<file path="src/hw/pad_pkg.sv">
//////////////////////////////
// Pad kinds, pad attributes and pad-side drive bundle
// Default MIO pad count
//////////////////////////////

`default_nettype none

package pad_pkg;

  // Pad cell variants, encoded as in the pad frame
  typedef enum logic [1:0] {
    PadBidir     = 2'd0,
    PadInputOnly = 2'd1,
    PadTolerant  = 2'd2,
    PadOpenDrain = 2'd3
  } pad_variant_e;

  // Per-pad attribute, written by the core
  typedef struct packed {
    logic invert;     // Flip both directions
    logic virt_od_en; // Emulated open drain
    logic pull_en;
    logic pull_up;    // 1 = pull up, 0 = pull down
  } pad_attr_t;

  // What the pad driver sees
  typedef struct packed {
    logic out;
    logic oe;
    logic pull_en;
    logic pull_up;
  } pad_drive_t;

  // Strap positions need at least 9 MIO pads
  parameter int unsigned DefaultNumMio = 12;

endpackage : pad_pkg

`default_nettype wire

</file>
<file path="src/hw/pinout_pkg.sv">
//////////////////////////////
// DIO pin map, strap and JTAG positions
// TAP select, strap and JTAG request types
//////////////////////////////

`default_nettype none

package pinout_pkg;

  parameter int unsigned NumDio = 9;

  // Dedicated pads
  parameter int unsigned DioUsbN        = 0;
  parameter int unsigned DioUsbP        = 1;
  parameter int unsigned DioUsbD        = 2; // Fed by the differential receiver
  parameter int unsigned DioUsbDpPullup = 3;
  parameter int unsigned DioUsbDnPullup = 4;
  parameter int unsigned DioSpiDevD0    = 5; // TDI
  parameter int unsigned DioSpiDevD1    = 6; // TDO
  parameter int unsigned DioSpiDevCsb   = 7; // TMS
  parameter int unsigned DioSpiDevSck   = 8; // TCK

  // MIO positions of straps and TRST
  parameter int unsigned DftStrap0Idx = 4;
  parameter int unsigned DftStrap1Idx = 5;
  parameter int unsigned TrstIdx      = 6;
  parameter int unsigned TapStrap1Idx = 7;
  parameter int unsigned TapStrap0Idx = 8;

  // CSB is active low, so it idles high while the TAP owns the pins
  parameter logic [NumDio-1:0] JtagTieOff = NumDio'(1) << DioSpiDevCsb;

  typedef enum logic [1:0] {
    TapNone = 2'd0,
    TapLc   = 2'd1,
    TapRv   = 2'd2,
    TapDft  = 2'd3
  } tap_sel_e;

  typedef struct packed {
    logic       valid;
    tap_sel_e   tap;
    logic [1:0] dft;
  } strap_t;

  typedef struct packed {
    logic tck;
    logic tms;
    logic tdi;
    logic trst_n;
  } jtag_req_t;

endpackage : pinout_pkg

`default_nettype wire

</file>
<file path="src/hw/pad_cell.sv">
//////////////////////////////
// Single pad cell model
//////////////////////////////

`timescale 1ns/10ps
`default_nettype none

module pad_cell
  import pad_pkg::*;
#(
  parameter pad_variant_e Variant = PadBidir
) (
  input  logic       out_i,
  input  logic       oe_i,
  input  pad_attr_t  attr_i,
  input  logic       pad_i,
  output pad_drive_t pad_o,
  output logic       in_o
);

  logic out_val;
  logic oe_val;

  assign out_val = out_i ^ attr_i.invert;

  // Enable resolution per variant, fixed at elaboration
  if (Variant == PadInputOnly) begin : gen_input_only
    assign oe_val = 1'b0;          // No driver in this cell
  end else if (Variant == PadOpenDrain) begin : gen_open_drain
    // Only ever pulls low, which also covers virtual open drain
    assign oe_val = oe_i & ~out_val;
  end else begin : gen_push_pull
    assign oe_val = oe_i & ~(attr_i.virt_od_en & out_val);
  end

  assign pad_o = '{
    out:     out_val,
    oe:      oe_val,
    pull_en: attr_i.pull_en,
    pull_up: attr_i.pull_up
  };

  // Input side sees the same inversion
  assign in_o = pad_i ^ attr_i.invert;

endmodule : pad_cell

`default_nettype wire

</file>
<file path="src/hw/padring.sv">
//////////////////////////////
// Pad ring with one cell per MIO and DIO pad
//////////////////////////////

`timescale 1ns/10ps
`default_nettype none

module padring
  import pad_pkg::*;
  import pinout_pkg::*;
#(
  parameter int unsigned                NumMio        = DefaultNumMio,
  parameter pad_variant_e [NumMio-1:0] MioPadVariant = '{default: PadBidir},
  parameter pad_variant_e [NumDio-1:0] DioPadVariant = '{default: PadBidir}
) (
  // Muxed pads
  input  logic       [NumMio-1:0] mio_out_i,
  input  logic       [NumMio-1:0] mio_oe_i,
  input  pad_attr_t  [NumMio-1:0] mio_attr_i,
  input  logic       [NumMio-1:0] mio_pad_i,
  output pad_drive_t [NumMio-1:0] mio_pad_o,
  output logic       [NumMio-1:0] mio_in_o,
  // Dedicated pads
  input  logic       [NumDio-1:0] dio_out_i,
  input  logic       [NumDio-1:0] dio_oe_i,
  input  pad_attr_t  [NumDio-1:0] dio_attr_i,
  input  logic       [NumDio-1:0] dio_pad_i,
  output pad_drive_t [NumDio-1:0] dio_pad_o,
  output logic       [NumDio-1:0] dio_in_o
);

  //////////////////////////////
  // MIO pads
  //////////////////////////////

  for (genvar i = 0; i < NumMio; i++) begin : gen_mio
    pad_cell #(
      .Variant ( MioPadVariant[i] )
    ) mio_pad_inst (
      .out_i   ( mio_out_i[i]  ),
      .oe_i    ( mio_oe_i[i]   ),
      .attr_i  ( mio_attr_i[i] ),
      .pad_i   ( mio_pad_i[i]  ),
      .pad_o   ( mio_pad_o[i]  ),
      .in_o    ( mio_in_o[i]   )
    );
  end

  //////////////////////////////
  // DIO pads
  //////////////////////////////

  for (genvar i = 0; i < NumDio; i++) begin : gen_dio
    pad_cell #(
      .Variant ( DioPadVariant[i] )
    ) dio_pad_inst (
      .out_i   ( dio_out_i[i]  ),
      .oe_i    ( dio_oe_i[i]   ),
      .attr_i  ( dio_attr_i[i] ),
      .pad_i   ( dio_pad_i[i]  ),
      .pad_o   ( dio_pad_o[i]  ),
      .in_o    ( dio_in_o[i]   )
    );
  end

endmodule : padring

`default_nettype wire

</file>
<file path="src/hw/strap_sampler.sv">
//////////////////////////////
// One-shot TAP and DFT strap capture after reset
//////////////////////////////

`timescale 1ns/10ps
`default_nettype none

module strap_sampler
  import pad_pkg::*;
  import pinout_pkg::*;
#(
  parameter int unsigned NumMio = DefaultNumMio
) (
  input  logic              clk_main_i,
  input  logic              rst_i,
  input  logic [NumMio-1:0] mio_sync_i,
  output strap_t            strap_o
);

  // Synchronizer needs two edges before the straps are settled
  localparam logic [1:0] CaptureCnt = 2'd2;

  logic [1:0] cnt_q;
  strap_t     strap_q;

  always_ff @(posedge clk_main_i) begin
    if (rst_i) begin
      cnt_q   <= '0;
      strap_q <= '0;
    end else if (!strap_q.valid) begin
      if (cnt_q == CaptureCnt) begin // Third edge out of reset
        strap_q.valid <= 1'b1;
        strap_q.tap   <= tap_sel_e'({mio_sync_i[TapStrap1Idx], mio_sync_i[TapStrap0Idx]});
        strap_q.dft   <= {mio_sync_i[DftStrap1Idx], mio_sync_i[DftStrap0Idx]};
      end else begin
        cnt_q <= cnt_q + 2'd1;
      end
    end
  end

  assign strap_o = strap_q; // Held until the next reset

endmodule : strap_sampler

`default_nettype wire

</file>
<file path="src/hw/io_overlay.sv">
//////////////////////////////
// Input synchronizer between pad ring and core
// JTAG pin takeover and USB receive overlay
//////////////////////////////

`timescale 1ns/10ps
`default_nettype none

module io_overlay
  import pad_pkg::*;
  import pinout_pkg::*;
#(
  parameter int unsigned NumMio = DefaultNumMio
) (
  input  logic              clk_main_i,
  input  logic              rst_i,
  // Core outputs
  input  logic [NumDio-1:0] dio_out_i,
  input  logic [NumDio-1:0] dio_oe_i,
  // From the ring and the raw pads
  input  logic [NumMio-1:0] mio_ring_i,
  input  logic [NumDio-1:0] dio_ring_i,
  input  logic [NumDio-1:0] dio_pad_i,
  input  strap_t            strap_i,
  input  logic              usb_rx_en_i,
  input  logic              jtag_tdo_i,
  // To the ring
  output logic [NumDio-1:0] dio_out_o,
  output logic [NumDio-1:0] dio_oe_o,
  // To the core
  output logic [NumMio-1:0] mio_in_o,
  output logic [NumDio-1:0] dio_in_o,
  output logic [NumMio-1:0] mio_sync_o,
  output logic              usb_pullup_dp_o,
  output logic              usb_pullup_dn_o,
  output jtag_req_t         jtag_o
);

  localparam int unsigned NumSync = NumMio + NumDio;

  // Pins handed to the TAP
  localparam logic [NumDio-1:0] JtagPinMask = (NumDio'(1) << DioSpiDevD0)  |
                                              (NumDio'(1) << DioSpiDevD1)  |
                                              (NumDio'(1) << DioSpiDevCsb) |
                                              (NumDio'(1) << DioSpiDevSck);

  logic               jtag_active;
  logic               usb_diff;
  logic [NumDio-1:0]  dio_pre;
  logic [NumDio-1:0]  dio_sync;
  logic [NumSync-1:0] sync1_q;
  logic [NumSync-1:0] sync2_q;

  assign jtag_active = strap_i.valid & (strap_i.tap != TapNone);

  //////////////////////////////
  // USB receive and sync
  //////////////////////////////

  // Differential receiver model
  assign usb_diff = usb_rx_en_i & dio_pad_i[DioUsbP] & ~dio_pad_i[DioUsbN];

  always_comb begin
    dio_pre          = dio_ring_i;
    dio_pre[DioUsbD] = usb_diff; // Raw D pad is not used
  end

  always_ff @(posedge clk_main_i) begin
    if (rst_i) begin
      sync1_q <= '0;
      sync2_q <= '0;
    end else begin
      sync1_q <= {dio_pre, mio_ring_i};
      sync2_q <= sync1_q;
    end
  end

  assign mio_sync_o = sync2_q[NumMio-1:0];
  assign mio_in_o   = sync2_q[NumMio-1:0];
  assign dio_sync   = sync2_q[NumSync-1:NumMio];

  // Core sees fixed values on the TAP pins
  assign dio_in_o = jtag_active ? ((dio_sync & ~JtagPinMask) | JtagTieOff) : dio_sync;

  //////////////////////////////
  // JTAG and pull-ups
  //////////////////////////////

  always_comb begin
    dio_out_o = dio_out_i;
    dio_oe_o  = dio_oe_i;
    if (jtag_active) begin
      dio_out_o[DioSpiDevD1] = jtag_tdo_i; // TDO takes the pad
      dio_oe_o[DioSpiDevD1]  = 1'b1;
    end
  end

  always_comb begin
    jtag_o = '0;
    if (jtag_active) begin
      jtag_o.tck    = dio_pad_i[DioSpiDevSck];
      jtag_o.tms    = dio_pad_i[DioSpiDevCsb];
      jtag_o.tdi    = dio_pad_i[DioSpiDevD0];
      jtag_o.trst_n = mio_ring_i[TrstIdx];
    end
  end

  assign usb_pullup_dp_o = dio_out_i[DioUsbDpPullup] & dio_oe_i[DioUsbDpPullup];
  assign usb_pullup_dn_o = dio_out_i[DioUsbDnPullup] & dio_oe_i[DioUsbDnPullup];

endmodule : io_overlay

`default_nettype wire

</file>
<file path="src/hw/chip_pad_top.sv">
//////////////////////////////
// Chip pad frame top level
//////////////////////////////

`timescale 1ns/10ps
`default_nettype none

module chip_pad_top
  import pad_pkg::*;
  import pinout_pkg::*;
#(
  parameter int unsigned NumMio = DefaultNumMio
) (
  input  logic                    clk_main_i,
  input  logic                    rst_i,
  // Core side
  input  logic       [NumMio-1:0] mio_out_i,
  input  logic       [NumMio-1:0] mio_oe_i,
  input  logic       [NumDio-1:0] dio_out_i,
  input  logic       [NumDio-1:0] dio_oe_i,
  input  pad_attr_t  [NumMio-1:0] mio_attr_i,
  input  pad_attr_t  [NumDio-1:0] dio_attr_i,
  output logic       [NumMio-1:0] mio_in_o,
  output logic       [NumDio-1:0] dio_in_o,
  // Pad side
  input  logic       [NumMio-1:0] mio_pad_i,
  input  logic       [NumDio-1:0] dio_pad_i,
  output pad_drive_t [NumMio-1:0] mio_pad_o,
  output pad_drive_t [NumDio-1:0] dio_pad_o,
  // USB, JTAG, straps
  input  logic                    usb_rx_en_i,
  output logic                    usb_pullup_dp_o,
  output logic                    usb_pullup_dn_o,
  output jtag_req_t               jtag_o,
  input  logic                    jtag_tdo_i,
  output strap_t                  strap_o
);

  typedef pad_variant_e [NumMio-1:0] mio_variant_t;
  typedef pad_variant_e [NumDio-1:0] dio_variant_t;

  // MIO 8-9 tolerant, 10-11 open drain, rest bidir
  function automatic mio_variant_t mio_variants();
    mio_variant_t v;
    for (int i = 0; i < NumMio; i++) begin
      if (i == 10 || i == 11) begin
        v[i] = PadOpenDrain;
      end else if (i == 8 || i == 9) begin
        v[i] = PadTolerant;
      end else begin
        v[i] = PadBidir;
      end
    end
    return v;
  endfunction

  function automatic dio_variant_t dio_variants();
    dio_variant_t v;
    v               = '{default: PadBidir};
    v[DioSpiDevSck] = PadInputOnly;
    v[DioSpiDevCsb] = PadInputOnly;
    v[DioUsbP]      = PadTolerant;
    v[DioUsbN]      = PadTolerant;
    return v;
  endfunction

  localparam mio_variant_t MioPadVariant = mio_variants();
  localparam dio_variant_t DioPadVariant = dio_variants();

  logic [NumDio-1:0] dio_out_ring;
  logic [NumDio-1:0] dio_oe_ring;
  logic [NumMio-1:0] mio_in_ring;
  logic [NumDio-1:0] dio_in_ring;
  logic [NumMio-1:0] mio_sync;

  padring #(
    .NumMio        ( NumMio        ),
    .MioPadVariant ( MioPadVariant ),
    .DioPadVariant ( DioPadVariant )
  ) padring_inst (
    .mio_out_i  ( mio_out_i    ),
    .mio_oe_i   ( mio_oe_i     ),
    .mio_attr_i ( mio_attr_i   ),
    .mio_pad_i  ( mio_pad_i    ),
    .mio_pad_o  ( mio_pad_o    ),
    .mio_in_o   ( mio_in_ring  ),
    .dio_out_i  ( dio_out_ring ), // After TDO override
    .dio_oe_i   ( dio_oe_ring  ),
    .dio_attr_i ( dio_attr_i   ),
    .dio_pad_i  ( dio_pad_i    ),
    .dio_pad_o  ( dio_pad_o    ),
    .dio_in_o   ( dio_in_ring  )
  );

  io_overlay #(
    .NumMio ( NumMio )
  ) io_overlay_inst (
    .clk_main_i      ( clk_main_i      ),
    .rst_i           ( rst_i           ),
    .dio_out_i       ( dio_out_i       ),
    .dio_oe_i        ( dio_oe_i        ),
    .mio_ring_i      ( mio_in_ring     ),
    .dio_ring_i      ( dio_in_ring     ),
    .dio_pad_i       ( dio_pad_i       ),
    .strap_i         ( strap_o         ),
    .usb_rx_en_i     ( usb_rx_en_i     ),
    .jtag_tdo_i      ( jtag_tdo_i      ),
    .dio_out_o       ( dio_out_ring    ),
    .dio_oe_o        ( dio_oe_ring     ),
    .mio_in_o        ( mio_in_o        ),
    .dio_in_o        ( dio_in_o        ),
    .mio_sync_o      ( mio_sync        ),
    .usb_pullup_dp_o ( usb_pullup_dp_o ),
    .usb_pullup_dn_o ( usb_pullup_dn_o ),
    .jtag_o          ( jtag_o          )
  );

  strap_sampler #(
    .NumMio ( NumMio )
  ) strap_sampler_inst (
    .clk_main_i ( clk_main_i ),
    .rst_i      ( rst_i      ),
    .mio_sync_i ( mio_sync   ),
    .strap_o    ( strap_o    )
  );

endmodule : chip_pad_top

`default_nettype wire

</file>
<file path="config.mk">
export PLATFORM = sky130hd
export DESIGN_NAME = chip_pad_top
export DESIGN_NICKNAME = d
export VERILOG_FILES = /design/src/hw/pad_pkg.sv /design/src/hw/pinout_pkg.sv /design/src/hw/pad_cell.sv /design/src/hw/padring.sv /design/src/hw/strap_sampler.sv /design/src/hw/io_overlay.sv /design/src/hw/chip_pad_top.sv
export SDC_FILE = /design/constraint.sdc
export NUM_CORES = 1
export LEC_CHECK = 0
export CORE_AREA = 2 2 103 105
export DETAILED_ROUTE_END_ITERATION = 16
export DIE_AREA = 0 0 105 107
export DONT_BUFFER_PORTS = 1
export GPL_TIMING_DRIVEN = 0
export SYNTH_ARGS = -nofsm -noshare
export SYNTH_HDL_FRONTEND = slang
export SYNTH_SLANG_ARGS = --single-unit
</file>
<file path="constraint.sdc">
create_clock -name clk_main_i -period 1.3 [get_ports clk_main_i]
set_input_delay 0.065 -clock clk_main_i [delete_from_list [all_inputs] [get_ports clk_main_i]]
set_output_delay 0.065 -clock clk_main_i [all_outputs]
set_load 0.005 [all_outputs]
</file>
==> results of run 1 <==
[kinds of logic (layout without fill, tap and decap cells)]
logic type               after synthesis  in the layout  synth area share [%]
buffers and inverters                110            158                  29.2
AND/OR/NAND/NOR                       68             68                  13.3
flip-flops                            49             49                  35.9
XOR/XNOR                              42             42                  13.5
AO/OA/AOI/OAI                         22             22                  6.09
multiplexers                           4              4                  1.47
adder cells (fa/ha/maj)                1              1                 0.458
other                                  1              2                 0.137
[stage by stage]
step | TNS, ps | instances | power [mW] | worst slack, ps | hold slack (ps)
6_report | -311 | 482 | 3.60 | -208 | -0.784
3_5_place_dp | 0 | 434 | 2.50 | 4.61 | 160
2_1_floorplan | 0 | 298 | 2.38 | 146 | 141
5_1_grt | -638 | 482 | 3.82 | -275 | 12.9
4_1_cts | -385 | 482 | 3.63 | -237 | 3.66
3_3_place_gp | 0 | 434 | 2.48 | 30.2 | 157
[synth_stat cells, drive strengths merged]
library cell / n / area [um2]
a21oi: 1 / 5.00
nor4: 1 / 12.5
a21boi: 16 / 120
o21a: 1 / 7.51
dfxtp: 49 / 981
clkbuf: 2 / 8.75
and2: 8 / 53.8
inv: 3 / 11.3
o211a: 1 / 10.0
a211oi: 2 / 15.0
conb: 1 / 3.75
nor2b: 22 / 138
buf: 105 / 777
mux2i: 4 / 40.0
and4b: 1 / 10.0
nor4bb: 1 / 10.0
o21ai: 1 / 8.76
or2b: 1 / 7.51
nand2: 1 / 3.75
xor2: 20 / 175
nor2: 32 / 120
ha: 1 / 12.5
and3b: 1 / 8.76
xnor2: 22 / 193
[flip-flops by register name, indices dropped and copies added (netlist names)]
signal / count
strap_sampler_inst.strap_o: 5
io_overlay_inst.sync1_q: 21
strap_sampler_inst.cnt_q: 2
io_overlay_inst.sync2_q: 21
[timing repair]
| item | 4_1_cts | 5_1_grt |
|---|---|---|
| endpoints found under the setup margin | 3 | 11 |
| hold buffers | 40 | 0 |
| hold endpoints to repair | 20 | 0 |
| pin swaps | 2 | 1 |
| gates cloned | 0 | 0 |
| gates resized for setup | 5 | 8 |
[metal layers]
layer	track usage (%)	routed length [um]	share of wire, %
met1	9.10	1980	32
met2	20.5	3480	57
met3	3.71	567	9.3
met4	3.71	78	1.3
met5	0	0	0
[area by class of cell]
type                       count  area (um2)
tap                          136         170
clock inverter                 1        5.00
clock buffer                   7        96.3
sequential                    49         993
timing repair buffer          40         400
buffer                       107         792
multi-input combinational    139         966
inverter                       3        11.3
fill                        1023        6660
[worst max-delay path: stages (launching register included)]
cell and delay [ps]:
dfxtp_4 370, o211a_1 240, and3b_1 180, nor4_2 210, buf_4 150
[worst max-delay path by stage]
stage                                        startpoint             to
after floorplan           strap_sampler_inst.strap_o[3]  dio_pad_o[26]
after global placement    strap_sampler_inst.strap_o[4]  dio_pad_o[26]
after detailed placement  strap_sampler_inst.strap_o[4]  dio_pad_o[26]
after CTS                 strap_sampler_inst.strap_o[2]  dio_pad_o[26]
after global routing      strap_sampler_inst.strap_o[3]  dio_pad_o[26]
final                     strap_sampler_inst.strap_o[3]  dio_pad_o[26]
[power by group]
group	leakage (nW)	total (mW)	internal, mW	switching (mW)
registers	0.407	1.70	1.63	0.0640
clock network	0.0542	0.966	0.481	0.484
logic	1.09	0.937	0.596	0.341
==> reports/qor.yml, run 1 <==
routing:
  drc: 0
  first_pass_iters: 3
  ant_nets: 0
  routedWlPerCell_um: 12.7
  num_vias: 1901
  initialDrtViolationCount: 73
  vias_per_cell: 3.94
  drt-total-wl_um: 6100
status:
  status: "complete, but fails checks"
  violations: "negative hold slack, negative setup slack"
setup_path:
  cp_max_fo: 5
  reg2reg_from: "strap_sampler_inst.cnt_q[0]"
  cp_data_arrival_time_ps: 1440
  rr_endpoint: "strap_sampler_inst.strap_o[1]"
  start_kind: "register"
  required_ps: 1240
  endpoint_kind: "output port"
  ff2ff_setup_slack_ps: 140
  path_class: "register to output port"
  r2r.worst_path.cells: 6
clock_tree:
  cts_made_buffers: 5
  post-cts-setup-buffers: 0
  cts-root-buf: "clkbuf_8"
  htreeDepth: 2
  tritoncts: "yes"
  clk_latency_ps: 300
  cts_max_path_buffers: 2
  clock_sinks: 49
  clk_pin_slew_ps: 80
timing:
  skew_ps: 3.30
  clock.fmax_ghz: 0.663
  rsz0062_at_grt: "yes"
  worst_pin_slew_ps: 501
  post-route-min-period_ps: 1510
  fin_ws_ps: -208
  whs_ps: -0.784
  maxSlewHeadroom_pct: 66.6
  setup_viol: 2
  finalMaxSlewViolations: 0
  fin_crit_sh_pct: 116
  hold_viol: 1
floorplanning:
  die_w_um: 105
  die_h_um: 107
  start_util_pct: 27.1
  core_area_mm2: 0.0101
  ios: 267
  rows: 37
  dieArea_mm2: 0.0112
place:
  dpl_cell_area_mm2: 0.00291
  io_buffers: 0
  dp_hpwl_um: 4780
  routabilityCongestion: 0.710
cells_and_area:
  fin_util_pct: 34.0
  insertedDiodeCount: 0
  area_growth_syn_to_layout_pct: 25.7
  final_cell_mix: "buf_4 (101), dfxtp_1 (45), dlygate4sd3_1 (40)"
  layout.nets: 497
  drive_gt1_share_pct: 35.5
  final_area_mm2: 0.00343
  layout_commonest_cell: "buf_4"
min_path:
  holdPathEnd: "io_overlay_inst.sync1_q[6]"
  min_from: "mio_pad_i[6]"
  holdPathStages: 2
  holdCritPathClass: "input port to register"
global_routing:
  grt_pass1_vias: 1877
  grt.overflow.total: 0
  grt_pass1_wl_um: 8890
  gr-usage-all-layers_pct: 10.2
  grt_max_degree: 15
  antenna_found_initial: 0
power:
  vdd_drop_max_v: 0.000320
  power_density_mw_per_mm2: 1050
  p_leak_nw: 1.55
yosys:
  synthesis.area_mm2: 0.00273
  ys_seq_area_share_pct: 35.9
  syn_inst: 297
  synth_cell_type_count: 28
  yosys_warnings: 0
  ys_ff_latch: 49
  syn_area_per_cell_um2: 9.20
flow_run:
  maxCapViolations: 0
No activity file was read; power rests on OpenSTA's default activity.
==> run 2: changes to the inputs <==
--- a/config.mk
+++ b/config.mk
@@ -5,11 +5,13 @@
 export SDC_FILE = /design/constraint.sdc
 export NUM_CORES = 1
 export LEC_CHECK = 0
-export CORE_AREA = 2 2 103 105
+export ABC_AREA = 1
+export CORE_AREA = 2 2 102 104
 export DETAILED_ROUTE_END_ITERATION = 16
-export DIE_AREA = 0 0 105 107
+export DIE_AREA = 0 0 104 106
 export DONT_BUFFER_PORTS = 1
 export GPL_TIMING_DRIVEN = 0
+export SLEW_MARGIN = 20
 export SYNTH_ARGS = -nofsm -noshare
 export SYNTH_HDL_FRONTEND = slang
 export SYNTH_SLANG_ARGS = --single-unit
==> reports/qor.yml, run 2 <==
routing:
  drc: 0
  initialDrtViolationCount: 56
  drt-total-wl_um: 6510
  first_pass_iters: 4
  num_vias: 2125
  vias_per_cell: 3.81
  ant_nets: 0
  routedWlPerCell_um: 11.7
yosys:
  synthAdderAreaFrac_pct: 0.443
  synthTopCellsByCount: "buf_4 (101), inv_1 (55), nor2_1 (55), dfxtp_1 (49), nand2_1 (43)"
  synthesis.area_mm2: 0.00283
  synth_top_area_share_pct: 34.7
  ys_async_sr_fraction_pct: 0
  synth_cell_type_count: 22
  synth_edf_count: 0
  synth-simple-area-share_pct: 15.0
  synth.area.top_cells: "dfxtp_1 (35%), buf_4 (27%), inv_1 (7.3%), nor2_1 (7.3%), xnor2_1 (6.2%)"
  yosysTopAreaCell: "dfxtp_1"
  syn_area_per_cell_um2: 7.64
  yosys_warnings: 0
  synth_xor_area_share_pct: 12.4
  ys_seq_area_share_pct: 34.7
  yosysMostFrequentCell: "buf_4"
  synth_top_family_by_area: "buffers and inverters"
  synth_compound_area_share_pct: 2.17
  synth.area.mux_share_pct: 0
  syn_inst: 370
  ys_ff_latch: 49
  ys.flop_type: "dfxtp_1"
cells_and_area:
  fin_cells: 558
  layout_commonest_cell: "buf_4"
  area_growth_syn_to_layout_pct: 25.3
  final_cell_mix: "buf_4 (104), inv_1 (55), nor2_1 (49)"
  insertedDiodeCount: 0
  drive_gt1_share_pct: 29.9
  layout.nets: 573
clock_tree:
  tritoncts: "yes"
  htreeDepth: 2
  cts_max_path_buffers: 2
  clock_sinks: 49
  clk_pin_slew_ps: 80
  cts-root-buf: "clkbuf_8"
  cts_made_buffers: 5
  clk_latency_ps: 290
timing:
  finalSetupTns_ps: -189
  finalMaxSlewViolations: 0
  clock.fmax_ghz: 0.712
  setup_viol: 3
  skew_ps: 5.37
  fin_ws_ps: -104
  rsz0062_at_grt: "yes"
  post-route-min-period_ps: 1400
  hold_viol: 0
  maxSlewHeadroom_pct: 62.6
  fin_crit_sh_pct: 108
  whs_ps: 51.6
  worst_pin_slew_ps: 561
place:
  place_inst: 507
  dp_hpwl_um: 5150
  routabilityCongestion: 0.707
  io_buffers: 0
global_routing:
  antenna_found_initial: 0
  grt_pass1_vias: 2017
  grt_pass1_wl_um: 9470
  gr-usage-all-layers_pct: 10.8
  grt_use_met3_pct: 2.88
  grt.busiest_layer: "met2"
  grt.overflow.total: 0
  grt_util_met2_pct: 22.1
  use_met1_pct: 10.4
  grt_max_degree: 15
power:
  p_leak_nw: 1.78
  power_density_mw_per_mm2: 1030
  vdd_drop_max_v: 0.000417
  power.total_mw: 3.63
floorplanning:
  rows: 37
  die_h_um: 106
  start_util_pct: 28.3
  ios: 267
  die_w_um: 104
  core_area_mm2: 0.0100
  dieArea_mm2: 0.0110
setup_path:
  endpoint_kind: "output port"
  required_ps: 1240
  cp_data_arrival_time_ps: 1340
  start_kind: "register"
  cp_max_fo: 5
  path_class: "register to output port"
flow_run:
  maxCapViolations: 0
status:
  violations: "negative setup slack"
  status: "complete, but fails checks"
min_path:
  holdCritPathClass: "input port to register"
[run 2: final cells by class]
class	instances	area [um2]
fill	1063	6460
sequential	49	990
multi-input combinational	159	880
buffer	106	783
timing repair buffer	43	420
inverter	57	214
tap	136	170
clock buffer	7	76.3
clock inverter	1	7.51
[run 2: worst paths after layout]
check / start / endpoint / slack [ps] / cells past startpoint
setup / recovery: strap_sampler_inst.strap_o[3] / dio_pad_o[26] / -100 / 6
hold / removal: mio_pad_i[6] / io_overlay_inst.sync1_q[6] / 50 / 2
setup reg to reg: strap_sampler_inst.cnt_q[0] / strap_sampler_inst.strap_o[3] / 120 / 6
hold reg to reg: io_overlay_inst.sync1_q[6] / io_overlay_inst.sync2_q[6] / 400 / 2
[run 2: report_power, final]
group          internal, mW  switching, mW
clock                 0.381          0.464
combinational         0.593          0.449
sequential             1.65         0.0933
total                  2.63           1.01
[run 2: what timing repair did]
action                                  CTS  global route
hold buffers                             39             0
endpoints found under the hold margin    20             0
endpoints found under the setup margin    3             8
pin swaps                                 2             1
buffers inserted                          3             1
gates resized for setup                   6             8
[run 2: routing by layer]
metal | vias up | part of all wire [%]
met3 | 10 | 7.2
met5 | - | 0
li1 | 1069 | -
met4 | 0 | 1.9
met2 | 116 | 57
met1 | 930 | 34
[run 2: cells by family after synthesis]
kind of cell    after synthesis
flops                        49
compound gates                8
fa+ha+maj                     1
simple gates                108
xor+xnor                     40
buf+inv                     163
other cells                   1
[run 2: critical path: stages (launching register included)]
cell	delay [ps]
dfxtp_2	350
o21ai_4	210
inv_2	60
or2_0	200
nand2_1	70
inv_1	50
buf_6	100
[run 2: stage by stage]
stage	instance area [um2]	worst slack (ps)	utilization (%)
2_1_floorplan	2830	221	-
3_3_place_gp	3000	79.6	30.0
3_5_place_dp	3000	64.5	30.0
4_1_cts	3510	-109	35.1
5_1_grt	3540	-198	35.4
6_report	3540	-104	35.4
